<file path="config.mk">
export PLATFORM = sky130hd
export DESIGN_NAME = vectrex_io_top
export DESIGN_NICKNAME = d
export VERILOG_FILES = /design/src/source/core_ctrl_pkg.sv /design/src/source/video_pkg.sv /design/src/source/core_settings.sv /design/src/source/input_sync.sv /design/src/source/joy_map.sv /design/src/source/overlay_blend.sv /design/src/source/vectrex_io_top.sv /design/src/source/video_out.sv
export SDC_FILE = /design/constraint.sdc
export NUM_CORES = 1
export LEC_CHECK = 0
export BUFFER_PORTS_ARGS = -buffer_cell sky130_fd_sc_hd__buf_2
export CAP_MARGIN = 25
export CORE_ASPECT_RATIO = 1.25
export CORE_MARGIN = 3
export CORE_UTILIZATION = 32
export DETAILED_ROUTE_END_ITERATION = 8
export SYNTH_ARGS = -nofsm -noshare
export SYNTH_HDL_FRONTEND = slang
export SYNTH_SLANG_ARGS = --single-unit
</file>
<file path="constraint.sdc">
create_clock -name clk_24 -period 7.3 [get_ports clk_24]
set_input_delay 2.19 -clock clk_24 [delete_from_list [all_inputs] [get_ports clk_24]]
set_output_delay 2.19 -clock clk_24 [all_outputs]
set_load 0.1 [all_outputs]
</file>
<file path="src/source/core_ctrl_pkg.sv">
/*
  Core control definitions: bridge register map of the settings block,
  controller key bit positions and controller word types.
*/
`default_nettype none

package core_ctrl_pkg;

  //////////////////////////////////////////////////
  // bridge register map
  //////////////////////////////////////////////////
  localparam logic [31:0] addr_persistence = 32'h8000_0000; // beam persistence, 4 bits
  localparam logic [31:0] addr_overburn    = 32'h9000_0000; // overburn flag, data bit 0
  localparam logic [31:0] addr_show_bg     = 32'hA000_0000; // overlay enable, data bit 0

  localparam int persist_w = 4;

  //////////////////////////////////////////////////
  // controller words
  //////////////////////////////////////////////////
  typedef logic [31:0] cont_key_t; // key bitmap from host
  typedef logic [31:0] cont_joy_t; // byte 0 stick x, byte 1 stick y
  typedef logic [7:0]  pot_t;      // pot value seen by core

  // key bitmap bit positions
  localparam int key_up    = 0;
  localparam int key_down  = 1;
  localparam int key_left  = 2;
  localparam int key_right = 3;
  localparam int key_a     = 4;
  localparam int key_b     = 5;
  localparam int key_x     = 6;
  localparam int key_y     = 7;

  // signed stick value to unsigned pot, centre at mid scale
  localparam pot_t pot_center = 8'd128;

endpackage

`default_nettype wire

</file>
<file path="src/source/video_pkg.sv">
/*
  Video definitions: colour channel types, overlay pixel layout
  and the constants of the beam / overlay blend.
*/
`default_nettype none

package video_pkg;

  typedef logic [7:0] chan_t; // beam and output colour channel
  typedef logic [3:0] nib_t;  // overlay colour channel

  //////////////////////////////////////////////////
  // overlay pixel, RGBA 4:4:4:4
  //////////////////////////////////////////////////
  typedef struct packed {
    nib_t a; // alpha, top nibble
    nib_t b;
    nib_t g;
    nib_t r; // red, bottom nibble
  } bg_pixel_t;

  // beam red above this tints the colour towards white
  localparam chan_t tint_threshold = 8'd108;

  // alpha value for a fully opaque overlay
  localparam nib_t alpha_max = 4'd15;

endpackage

`default_nettype wire

</file>
<file path="src/source/core_settings.sv">
/*
  Core settings registers. Host writes over the bridge bus set
  beam persistence, overburn and overlay enable.
*/
`timescale 1ns/1ps
`default_nettype none

module core_settings (
  input  wire         clk_24,
  input  wire         rst_n,
  input  wire  [31:0] bridge_addr,
  input  wire         bridge_wr,      // one cycle per write
  input  wire  [31:0] bridge_wr_data,
  output logic [core_ctrl_pkg::persist_w-1:0] cs_persistence,
  output logic        cs_overburn,
  output logic        show_bg
);

  // exact address match, anything else dropped
  logic hit_persist;
  logic hit_overburn;
  logic hit_show_bg;

  assign hit_persist  = bridge_wr && (bridge_addr == core_ctrl_pkg::addr_persistence);
  assign hit_overburn = bridge_wr && (bridge_addr == core_ctrl_pkg::addr_overburn);
  assign hit_show_bg  = bridge_wr && (bridge_addr == core_ctrl_pkg::addr_show_bg);

  //////////////////////////////////////////////////
  // registers
  //////////////////////////////////////////////////
  always_ff @(posedge clk_24) begin
    if (!rst_n) begin
      cs_persistence <= '0;
      cs_overburn    <= 1'b0;
      show_bg        <= 1'b0;
    end else begin
      if (hit_persist)
        cs_persistence <= bridge_wr_data[core_ctrl_pkg::persist_w-1:0]; // low nibble
      if (hit_overburn)
        cs_overburn <= bridge_wr_data[0];
      if (hit_show_bg)
        show_bg <= bridge_wr_data[0];
    end
  end

endmodule

`default_nettype wire

</file>
<file path="src/source/input_sync.sv">
/*
  Two-flop synchroniser for one controller word, any packed type.
*/
`timescale 1ns/1ps
`default_nettype none

module input_sync #(
  parameter type data_t = logic [31:0]
) (
  input  wire   clk_24,
  input  wire   rst_n,
  input  wire   data_t d, // async controller word
  output data_t q         // clk_24 domain copy
);

  data_t meta; // first stage, may go metastable

  always_ff @(posedge clk_24) begin
    if (!rst_n) begin
      meta <= '0;
      q    <= '0;
    end else begin
      meta <= d;
      q    <= meta;
    end
  end

endmodule

`default_nettype wire

</file>
<file path="src/source/joy_map.sv">
/*
  Joystick mapping for one controller. Face keys drive the core's
  direction buttons, stick or d-pad drives the two pots.
*/
`timescale 1ns/1ps
`default_nettype none

module joy_map (
  input  wire                       clk_24,
  input  wire                       rst_n,
  input  wire core_ctrl_pkg::cont_key_t key, // synchronised keys
  input  wire core_ctrl_pkg::cont_joy_t joy, // synchronised stick
  output logic                      up,
  output logic                      down,
  output logic                      left,
  output logic                      right,
  output core_ctrl_pkg::pot_t       pot_x,
  output core_ctrl_pkg::pot_t       pot_y
);

  core_ctrl_pkg::pot_t ana_x, ana_y; // stick terms
  core_ctrl_pkg::pot_t dig_x, dig_y; // d-pad terms
  logic has_analog;
  logic dpad_x, dpad_y;              // any d-pad bit on that axis

  //////////////////////////////////////////////////
  // stick and d-pad terms
  //////////////////////////////////////////////////
  assign ana_x = joy[7:0] + core_ctrl_pkg::pot_center;
  assign ana_y = ~(joy[15:8] + core_ctrl_pkg::pot_center); // core y axis runs the other way

  assign dig_x = {key[core_ctrl_pkg::key_right], {7{key[core_ctrl_pkg::key_left]}}};
  assign dig_y = {key[core_ctrl_pkg::key_down], {7{key[core_ctrl_pkg::key_up]}}};

  assign has_analog = (joy[15:0] != 16'h0); // stick off centre
  assign dpad_x = key[core_ctrl_pkg::key_left] | key[core_ctrl_pkg::key_right];
  assign dpad_y = key[core_ctrl_pkg::key_up] | key[core_ctrl_pkg::key_down];

  //////////////////////////////////////////////////
  // output registers
  //////////////////////////////////////////////////
  always_ff @(posedge clk_24) begin
    if (!rst_n) begin
      up    <= 1'b0;
      down  <= 1'b0;
      left  <= 1'b0;
      right <= 1'b0;
      pot_x <= '0;
      pot_y <= '0;
    end else begin
      // face buttons act as the core's four buttons
      up    <= key[core_ctrl_pkg::key_x];
      down  <= key[core_ctrl_pkg::key_b];
      left  <= key[core_ctrl_pkg::key_y];
      right <= key[core_ctrl_pkg::key_a];
      // d-pad on an axis overrides the stick
      pot_x <= (has_analog && !dpad_x) ? ana_x : dig_x;
      pot_y <= (has_analog && !dpad_y) ? ana_y : dig_y;
    end
  end

endmodule

`default_nettype wire

</file>
<file path="src/source/overlay_blend.sv">
/*
  Overlay blend. Without beam the overlay is faded to black by its
  alpha; with beam the overlay colour (or the beam) shows, tinted
  towards white when the beam is bright. Purely combinational.
*/
`timescale 1ns/1ps
`default_nettype none

module overlay_blend (
  input  wire video_pkg::chan_t     beam_r,
  input  wire video_pkg::chan_t     beam_g,
  input  wire video_pkg::chan_t     beam_b,
  input  wire video_pkg::bg_pixel_t bg_pixel,
  input  wire                       show_bg,  // overlay enable
  output video_pkg::chan_t          mix_r,
  output video_pkg::chan_t          mix_g,
  output video_pkg::chan_t          mix_b
);

  //////////////////////////////////////////////////
  // alpha table, index {alpha, channel nibble}
  //////////////////////////////////////////////////
  typedef video_pkg::chan_t lut_t [256];

  function automatic lut_t build_alpha_lut();
    lut_t lut;
    int   chan;
    for (int i = 0; i < 256; i++) begin
      chan   = (i % 16) * 17; // nibble repeated into a byte
      lut[i] = video_pkg::chan_t'((chan * (i / 16)) / int'(video_pkg::alpha_max));
    end
    return lut;
  endfunction

  localparam lut_t alpha_lut = build_alpha_lut();

  // pull a channel about 3/4 of the way to white
  function automatic video_pkg::chan_t tint_white(input video_pkg::chan_t base);
    video_pkg::chan_t gap;
    gap = 8'd255 - base;
    return base + (gap >> 1) + (gap >> 2);
  endfunction

  video_pkg::bg_pixel_t bg;            // overlay after enable
  video_pkg::chan_t     exp_r, exp_g, exp_b;
  video_pkg::chan_t     base_r, base_g, base_b;
  video_pkg::chan_t     lit_r, lit_g, lit_b;
  video_pkg::chan_t     fade_r, fade_g, fade_b;
  logic beam_on;
  logic bg_present;
  logic bright;

  assign bg = show_bg ? bg_pixel : '0; // disabled overlay reads as empty

  // 4 to 8 bit expansion
  assign exp_r = {bg.r, bg.r};
  assign exp_g = {bg.g, bg.g};
  assign exp_b = {bg.b, bg.b};

  assign beam_on    = |{beam_r, beam_g, beam_b};
  assign bg_present = |{bg.r, bg.g, bg.b};      // alpha not counted
  assign bright     = (beam_r > video_pkg::tint_threshold);

  //////////////////////////////////////////////////
  // lit pixel, beam through overlay
  //////////////////////////////////////////////////
  assign base_r = bg_present ? exp_r : beam_r;
  assign base_g = bg_present ? exp_g : beam_g;
  assign base_b = bg_present ? exp_b : beam_b;

  assign lit_r = bright ? tint_white(base_r) : base_r;
  assign lit_g = bright ? tint_white(base_g) : base_g;
  assign lit_b = bright ? tint_white(base_b) : base_b;

  //////////////////////////////////////////////////
  // dark pixel, overlay faded by alpha
  //////////////////////////////////////////////////
  assign fade_r = alpha_lut[{bg.a, bg.r}];
  assign fade_g = alpha_lut[{bg.a, bg.g}];
  assign fade_b = alpha_lut[{bg.a, bg.b}];

  assign mix_r = beam_on ? lit_r : fade_r;
  assign mix_g = beam_on ? lit_g : fade_g;
  assign mix_b = beam_on ? lit_b : fade_b;

endmodule

`default_nettype wire

</file>
<file path="src/source/vectrex_io_top.sv">
/*
  Glue between vector core and handheld host: settings registers,
  controller sync and mapping, overlay blend and video output.
*/
`timescale 1ns/1ps
`default_nettype none

module vectrex_io_top (
  input  wire clk_24,
  input  wire rst_n,
  input  wire [31:0] bridge_addr,
  input  wire        bridge_wr,
  input  wire [31:0] bridge_wr_data,
  input  wire core_ctrl_pkg::cont_key_t cont1_key,
  input  wire core_ctrl_pkg::cont_key_t cont2_key,
  input  wire core_ctrl_pkg::cont_joy_t cont1_joy,
  input  wire core_ctrl_pkg::cont_joy_t cont2_joy,
  input  wire video_pkg::chan_t beam_r,
  input  wire video_pkg::chan_t beam_g,
  input  wire video_pkg::chan_t beam_b,
  input  wire video_pkg::bg_pixel_t bg_pixel, // aligned to beam pixel
  input  wire hblank,
  input  wire vblank,
  output logic [core_ctrl_pkg::persist_w-1:0] cs_persistence,
  output logic cs_overburn,
  output logic show_bg,
  output logic up_1, down_1, left_1, right_1,
  output core_ctrl_pkg::pot_t pot_x_1, pot_y_1,
  output logic up_2, down_2, left_2, right_2,
  output core_ctrl_pkg::pot_t pot_x_2, pot_y_2,
  output logic [23:0] video_rgb,
  output logic video_de, video_hs, video_vs
);

  core_ctrl_pkg::cont_key_t key1_s, key2_s; // clk_24 domain
  core_ctrl_pkg::cont_joy_t joy1_s, joy2_s;
  video_pkg::chan_t mix_r, mix_g, mix_b;

  //////////////////////////////////////////////////
  // settings
  //////////////////////////////////////////////////
  core_settings u_core_settings (.clk_24, .rst_n, .bridge_addr, .bridge_wr, .bridge_wr_data,
                                 .cs_persistence, .cs_overburn, .show_bg);

  //////////////////////////////////////////////////
  // controllers synced then mapped
  //////////////////////////////////////////////////
  input_sync #(.data_t(core_ctrl_pkg::cont_key_t)) u_sync_key1 (
    .clk_24, .rst_n, .d(cont1_key), .q(key1_s)
  );
  input_sync #(.data_t(core_ctrl_pkg::cont_key_t)) u_sync_key2 (
    .clk_24, .rst_n, .d(cont2_key), .q(key2_s)
  );
  input_sync #(.data_t(core_ctrl_pkg::cont_joy_t)) u_sync_joy1 (
    .clk_24, .rst_n, .d(cont1_joy), .q(joy1_s)
  );
  input_sync #(.data_t(core_ctrl_pkg::cont_joy_t)) u_sync_joy2 (
    .clk_24, .rst_n, .d(cont2_joy), .q(joy2_s)
  );

  joy_map u_joy_map_1 (.clk_24, .rst_n, .key(key1_s), .joy(joy1_s), .up(up_1), .down(down_1),
                       .left(left_1), .right(right_1), .pot_x(pot_x_1), .pot_y(pot_y_1));
  joy_map u_joy_map_2 (.clk_24, .rst_n, .key(key2_s), .joy(joy2_s), .up(up_2), .down(down_2),
                       .left(left_2), .right(right_2), .pot_x(pot_x_2), .pot_y(pot_y_2));

  //////////////////////////////////////////////////
  // video path
  //////////////////////////////////////////////////
  overlay_blend u_overlay_blend (.beam_r, .beam_g, .beam_b, .bg_pixel, .show_bg,
                                 .mix_r, .mix_g, .mix_b); // same cycle
  video_out u_video_out (.clk_24, .rst_n, .mix_r, .mix_g, .mix_b, .hblank, .vblank,
                         .video_rgb, .video_de, .video_hs, .video_vs);

endmodule

`default_nettype wire

</file>
<file path="src/source/video_out.sv">
/*
  Video output stage. Registers data enable and RGB, and turns the
  blank rising edges into one-cycle sync pulses.
*/
`timescale 1ns/1ps
`default_nettype none

module video_out (
  input  wire                   clk_24,
  input  wire                   rst_n,
  input  wire video_pkg::chan_t mix_r,
  input  wire video_pkg::chan_t mix_g,
  input  wire video_pkg::chan_t mix_b,
  input  wire                   hblank,
  input  wire                   vblank,
  output logic [23:0]           video_rgb, // r in top byte
  output logic                  video_de,
  output logic                  video_hs,
  output logic                  video_vs
);

  logic hblank_q, vblank_q; // blank levels one cycle back
  logic active;

  assign active = !(hblank || vblank);

  always_ff @(posedge clk_24) begin
    if (!rst_n) begin
      video_rgb <= '0;
      video_de  <= 1'b0;
      video_hs  <= 1'b0;
      video_vs  <= 1'b0;
      hblank_q  <= 1'b0;
      vblank_q  <= 1'b0;
    end else begin
      video_de  <= active;
      video_rgb <= active ? {mix_r, mix_g, mix_b} : 24'h0; // black in blanking
      // sync on blank rising edge
      video_hs  <= hblank && !hblank_q;
      video_vs  <= vblank && !vblank_q;
      hblank_q  <= hblank;
      vblank_q  <= vblank;
    end
  end

endmodule

`default_nettype wire

</file>
[Word level (Yosys, flattened, before mapping)]
Memories as Yosys holds them, arrays and structs flattened.
Index checks and enable logic that the tools add are counted.
Operators by class
  add/sub/neg operators: 13
  $lt $le $gt $ge: 4
  equal/unequal tests: 3
  mux-type cells: 20
  bitwise gates (word level): 10
  reduce and logical (&&, ||, !) cells: 22
Operators by type and width (number)
  $mux W8: 19
  $eq A32 B32 Y1 const B: 3
  $add A8 B8 Y8 const B: 4
  $reduce_bool A16 Y1: 2
  $ge A9 B9 Y1 const B: 3
  $not A8 Y9: 3
  $add A8 B6 Y8: 3
  $add A8 B7 Y8: 3
  $reduce_or A24 Y1: 1
  $sub A8 B8 Y8 const A: 3
  $mux W16: 1
  $not A8 Y8: 2
  $reduce_or A12 Y1: 1
  $logic_and A1 B1 Y1: 9
  $gt A8 B7 Y1 const B: 1
  $logic_not A1 Y1: 7
  $or A1 B1 Y1: 4
  $reduce_or A2 Y1: 1
  $logic_or A1 B1 Y1: 1
  $not A1 Y1: 1
Storage, ports and cells
  bits in registers: 171
  ROM bits: 6144
  input bits: 237
  output and inout port bits: 73
  logic and storage cells: 104
  memories: 3
Memories
  (name not given): words 256, bits a word 8, rd ports 1, clocked after memory_dff 0, write ports 0, line overlay_blend.sv:80  | assign fade_b = alpha_lut[{bg.a, bg.b}];
  (name not given): words 256, bits a word 8, rd ports 1, clocked after memory_dff 0, write ports 0, line overlay_blend.sv:78  | assign fade_r = alpha_lut[{bg.a, bg.r}];
  (name not given): words 256, bits a word 8, rd ports 1, clocked after memory_dff 0, write ports 0, line overlay_blend.sv:79  | assign fade_g = alpha_lut[{bg.a, bg.g}];

[Logic depth before layout (Yosys ltp)]
  depth after elaboration: 8
  mapped depth: 22
  depth with buffers taken out: 16

[Hierarchy]
A second synthesis with hierarchy kept.
Unflattened totals
  cells, all modules: 2004
  area total of the unflattened synthesis: 18038.6 um^2
By module, submodules not included
  overlay_blend: instances 1, cells each 1244, area an instance 8056.5 um^2
  input_sync: instances 4, cells each 134, area an instance 1791.7 um^2
  joy_map: instances 2, cells each 61, area an instance 679.4 um^2
  video_out: instances 1, cells each 65, area an instance 1081.0 um^2
  core_settings: instances 1, cells each 37, area an instance 375.4 um^2

[Worst setup path before layout]
Ideal clock, no wire load.
  path type: input to register
  start: input port bg_pixel[0] in the netlist's numbering
  end: register u_video_out.video_rgb[6]
  setup time: 0.118 ns
  data arrival time: 5.866 ns
  required time: 7.182 ns
  setup slack: 1.317 ns
  stages: 17
  path buffers: 3
  path through: clkbuf_1 > nand2_1 > ha_1 > clkbuf_1 > nand3_1 > nor3_4 > buf_6 > mux2i_1 > xor2_1 > ha_1 > a21o_1 > ha_1 > o21ai_0 > or4b_2 > o311ai_0 > o2111ai_1 > o2111a_1
On the way
  longest elaborated chain between the ends: 8
RTL lines
  from (decl): line vectrex_io_top.sv:21  | input wire video_pkg::bg_pixel_t bg_pixel,
  $mux W16 *: line overlay_blend.sv:53  | assign bg = show_bg ? bg_pixel : '0;
  $reduce_or A12 Y1 *: line overlay_blend.sv:61  | assign bg_present = |{bg.r, bg.g, bg.b};
  $mux W8 *: line overlay_blend.sv:69  | assign base_b = bg_present ? exp_b : beam_b;
  $sub A8 B8 Y8: line overlay_blend.sv:40  | gap = 8'd255 - base;
  $add A8 B7 Y8: line overlay_blend.sv:41  | return base + (gap >> 1) + (gap >> 2);
  $add A8 B6 Y8: line overlay_blend.sv:41
  $mux W8 *: line overlay_blend.sv:73  | assign lit_b = bright ? tint_white(base_b) : base_b;
  $mux W8 *: line overlay_blend.sv:84  | assign mix_b = beam_on ? lit_b : fade_b;
  to (signal assigned): line video_out.sv:37  | video_rgb <= active ? {mix_r, mix_g, mix_b} : 24'h0;
  to (decl): line video_out.sv:16  | output logic [23:0] video_rgb,
Mark *: on every way between the ends. The rest lies on a longest branch, timed or not.
A chain may end at the register's enable or synchronous reset.

[Final worst setup path]
  start: input port bg_pixel[9] in the netlist's numbering
  end: register u_video_out.video_rgb[15]
On the way
  longest elaborated chain between the ends: 8
RTL lines
  $mux W16 *: line overlay_blend.sv:53
  $reduce_or A12 Y1 *: line overlay_blend.sv:61
  $mux W8 *: line overlay_blend.sv:68  | assign base_g = bg_present ? exp_g : beam_g;
  $sub A8 B8 Y8: line overlay_blend.sv:40
  $add A8 B7 Y8: line overlay_blend.sv:41
  $add A8 B6 Y8: line overlay_blend.sv:41
  $mux W8 *: line overlay_blend.sv:72  | assign lit_g = bright ? tint_white(base_g) : base_g;
  $mux W8 *: line overlay_blend.sv:83  | assign mix_g = beam_on ? lit_g : fade_g;
Marks and branches as above.

==> metrics.txt <==
ratio of routed vias to standard cells 6.02; commonest register cell after synthesis dfxtp_1; largest vdd supply drop 0.000161 V; RSZ-0062 raised after global routing false; Reg clk slew, reported paths 0.08 ns; Total Power 2.57 mW; top post-synthesis cells by area dfxtp_1 26%, and2_1 5.9%, ha_1 5.5%; drt first pass iters 7; result of the run complete, no violations; layout cell share with drive strength beyond 1 0.169; worst setup path startpoint bg_pixel[9]; mean instance size in the synthesized netlist 7.66 sq um; kind of cell with the highest combined delay on the critical path compound AO/OA/AOI/OAI gates; worst slew margin relative to its limit 0.243; number of antenna violations at the first check in global routing 1; die extent in x 187 um; most frequent standard cell in the layout excluding fill and tap cells buf_2; antenna violation net count after detailed routing 0; clock tree buffer depth 2; count of clock tree sinks 171; fraction of the yosys area taken by sequential cells 0.261; count of endpoints failing setup in the final report 0; Post-Syn Nets 2,007; average detailed-routed wire length per instance 21.0 um; fraction of the cycle the final worst path needs 0.847; number of DRC markers after the initial detailed-route iteration 1,898; Hold Crit Class flop to flop; top-area cell type share of the netlist area 0.261; min-delay src u_video_out.vblank_q; post-layout minimum cycle time 6.18 ns; Setup WS pre-CTS 0.691 ns; Max Clk Rate 162 MHz; Critical Path End Type flop; maximum number of pins on one net before global-route repair 145; Detailed Route WL 49,800 um; data arrival time of the worst path 6.55 ns; Worst Clk Skew 0.0133 ns; layout net count 2,110; maximum fanout along the worst path 20; area of the core region 40,200 sq um; via count of the first global-routing pass 13,300; count of unique library cells instantiated by Yosys 87; post-synthesis instance area 13,100 sq um; routability cong. 1.01; total of buffers placed on input and output ports 201; area taken by flip-flops and latches 3420 sq um; final cell count without fillers 2,371; worst path bufs/invs 2; category of the worst setup path launch point input port; buffer cell driving the clock tree root clkbuf_16; DRC Markers 0; multi-input gate area in the final layout 8820 sq um; number of setup buffers added after CTS 0; kind of critical path input port to flop; via count 14,300; cell breakdown of the critical path buf_2, nand2_1, ha_1, nand3_1, nor3_4, buf_4, mux2i_1, xor2_1, ha_1, a21o_1, ha_1, fa_1, a21o_1, a21o_1, a31oi_1, a22oi_2, o22a_1, o22ai_1; initial standard-cell utilization of the core 0.326; Hold Buf Count CTS 0; PwrDens 171 nW/um^2; overall global routing resource usage 0.222; area overhead of the layout relative to synthesis 14.7%; Critical R2R Launch u_core_settings.show_bg; placed insts 2,338; Post-DP HPWL 35,600 um; std cell rows 82; warning count from the yosys run 0; Skew-Pair Late Insertion Delay 0.44 ns; final number of hold-violating endpoints 0; final global-route overflow total 0; Gate Count Post-Synth 1,709; number of top-level pins 310; transition at the pin with the smallest max-transition slack 1.13 ns; cts repair resizes 0; delay contributed by the slowest stage of the critical path 0.52 ns; TritonCTS clock tree built; Worst path slowest cell nor3_4; cts bufs inserted 17; fin. max-slew vios 0; Fillers 4,232; total negative setup slack 0 ns; highest-count cells in the layout ignoring fill and taps 199 x buf_2, 170 x dfxtp_1, 135 x a21oi_1; number of flops mapped to enable cells by yosys 0; wire length of the first global-routing pass 77,100 um; asr flop ratio synth 0; count of state elements after synthesis 171; Maximum Capacitance Violations 0; Die Y 232 um; depth of the CTS H-tree 4; overall die area 43,400 sq um; final worst-path setup slack 1.12 ns; leading area contributor after synthesis dfxtp_1; Req. time, crit path 7.67 ns; Pleak 6.16 nW; final hold slack 0.391 ns
logic make-up after synthesis:
logic type,count (synthesis),synth area share
compound gates,630,0.330
flops,171,0.261
fa+ha+maj,61,0.0600
buf+inv,200,0.0654
mux,34,0.0263
xor+xnor,29,0.0194
simple gates,584,0.238
registers in the layout, summed over array words and instances, names as in the netlist, 4 cells and up:
name	flops
u_joy_map_2.pot_x	8
u_sync_joy1.q	16
u_sync_key2.q	8
u_joy_map_1.pot_y	8
u_video_out.video_rgb	24
u_sync_key1.q	8
u_joy_map_1.pot_x	8
u_joy_map_2.pot_y	8
u_sync_key1.meta	8
u_sync_joy2.meta	16
u_core_settings.cs_persistence	4
u_sync_joy1.meta	16
u_sync_joy2.q	16
u_sync_key2.meta	8
per-stage QoR:
step                      instance area, sq um  utilization
after detailed placement                 14400        0.358
after global routing                     15000        0.373
after CTS                                15000        0.373
after floorplan                          13100            -
final                                    15000        0.373
after global placement                   14400        0.358
area by class of cell:
| type | instances | share of cell area |
|---|---|---|
| diodes | 1 | 0.000167 |
| clock buffers | 19 | 0.0302 |
| clock inverters | 12 | 0.00958 |
| inverters | 43 | 0.0107 |
| multi-input cells | 1338 | 0.587 |
| flip-flops and latches | 171 | 0.228 |
| well taps | 546 | 0.0455 |
| repair buffers | 241 | 0.0886 |
worst reg2reg max path, cell delays in order (launching register included):
cell      delay [ns]
dfxtp_2         0.57
buf_4           0.32
nand2_1         0.18
ha_1            0.32
buf_4           0.20
and3_1          0.25
a41oi_1         0.42
inv_1           0.17
xnor2_1         0.17
ha_1            0.20
a21o_1          0.15
ha_1            0.24
fa_1            0.47
a21o_1          0.18
a21oi_1         0.29
xor2_1          0.18
mux2i_1         0.11
a22oi_1         0.21
o311ai_0        0.18
layer usage:
metal  GRT usage  up-vias  part of all wire
met5           0        -           0.00026
met4       0.147        2             0.073
met3      0.0457      219              0.10
met2       0.346      954              0.43
met1       0.277     6563              0.40
li1            -     6535                 -
power breakdown:
part           switching, mW  internal (mW)
Combinational          0.451          0.209
Sequential            0.0148          0.980
Clock                  0.414          0.504
Total                  0.880           1.69
worst paths after layout:
kind         cells after the start  slack, ns                         to
max                             18       1.12  u_video_out.video_rgb[15]
min                              1       0.39       u_video_out.video_vs
max reg2reg                     18       2.33   u_video_out.video_rgb[5]
min reg2reg                      1       0.39       u_video_out.video_vs
cells in the mapped netlist (7+ instances only):
master,number
nand4_1,15
a21o_1,28
nor2b_1,60
clkbuf_1,89
inv_1,39
nand3_1,24
a31oi_1,29
a221oi_1,13
a211o_1,10
a21oi_1,135
and2_1,124
nor2_1,102
nand2_1,126
xor2_1,14
nand2b_1,33
a211oi_1,33
o21a_1,42
nor4_1,21
o221ai_1,20
a22oi_1,12
xnor2_1,15
o31ai_1,16
nor3_1,28
a311oi_1,10
buf_1,11
a2111oi_0,7
o21ai_0,109
dfxtp_1,171
o2111ai_1,9
buf_2,48
a41oi_1,8
or2_2,7
and3_1,8
o22ai_1,18
mux2i_1,31
a21boi_0,7
ha_1,58
o311ai_0,15
o211ai_1,40
Note: power is estimated with default switching activity, not from simulation.
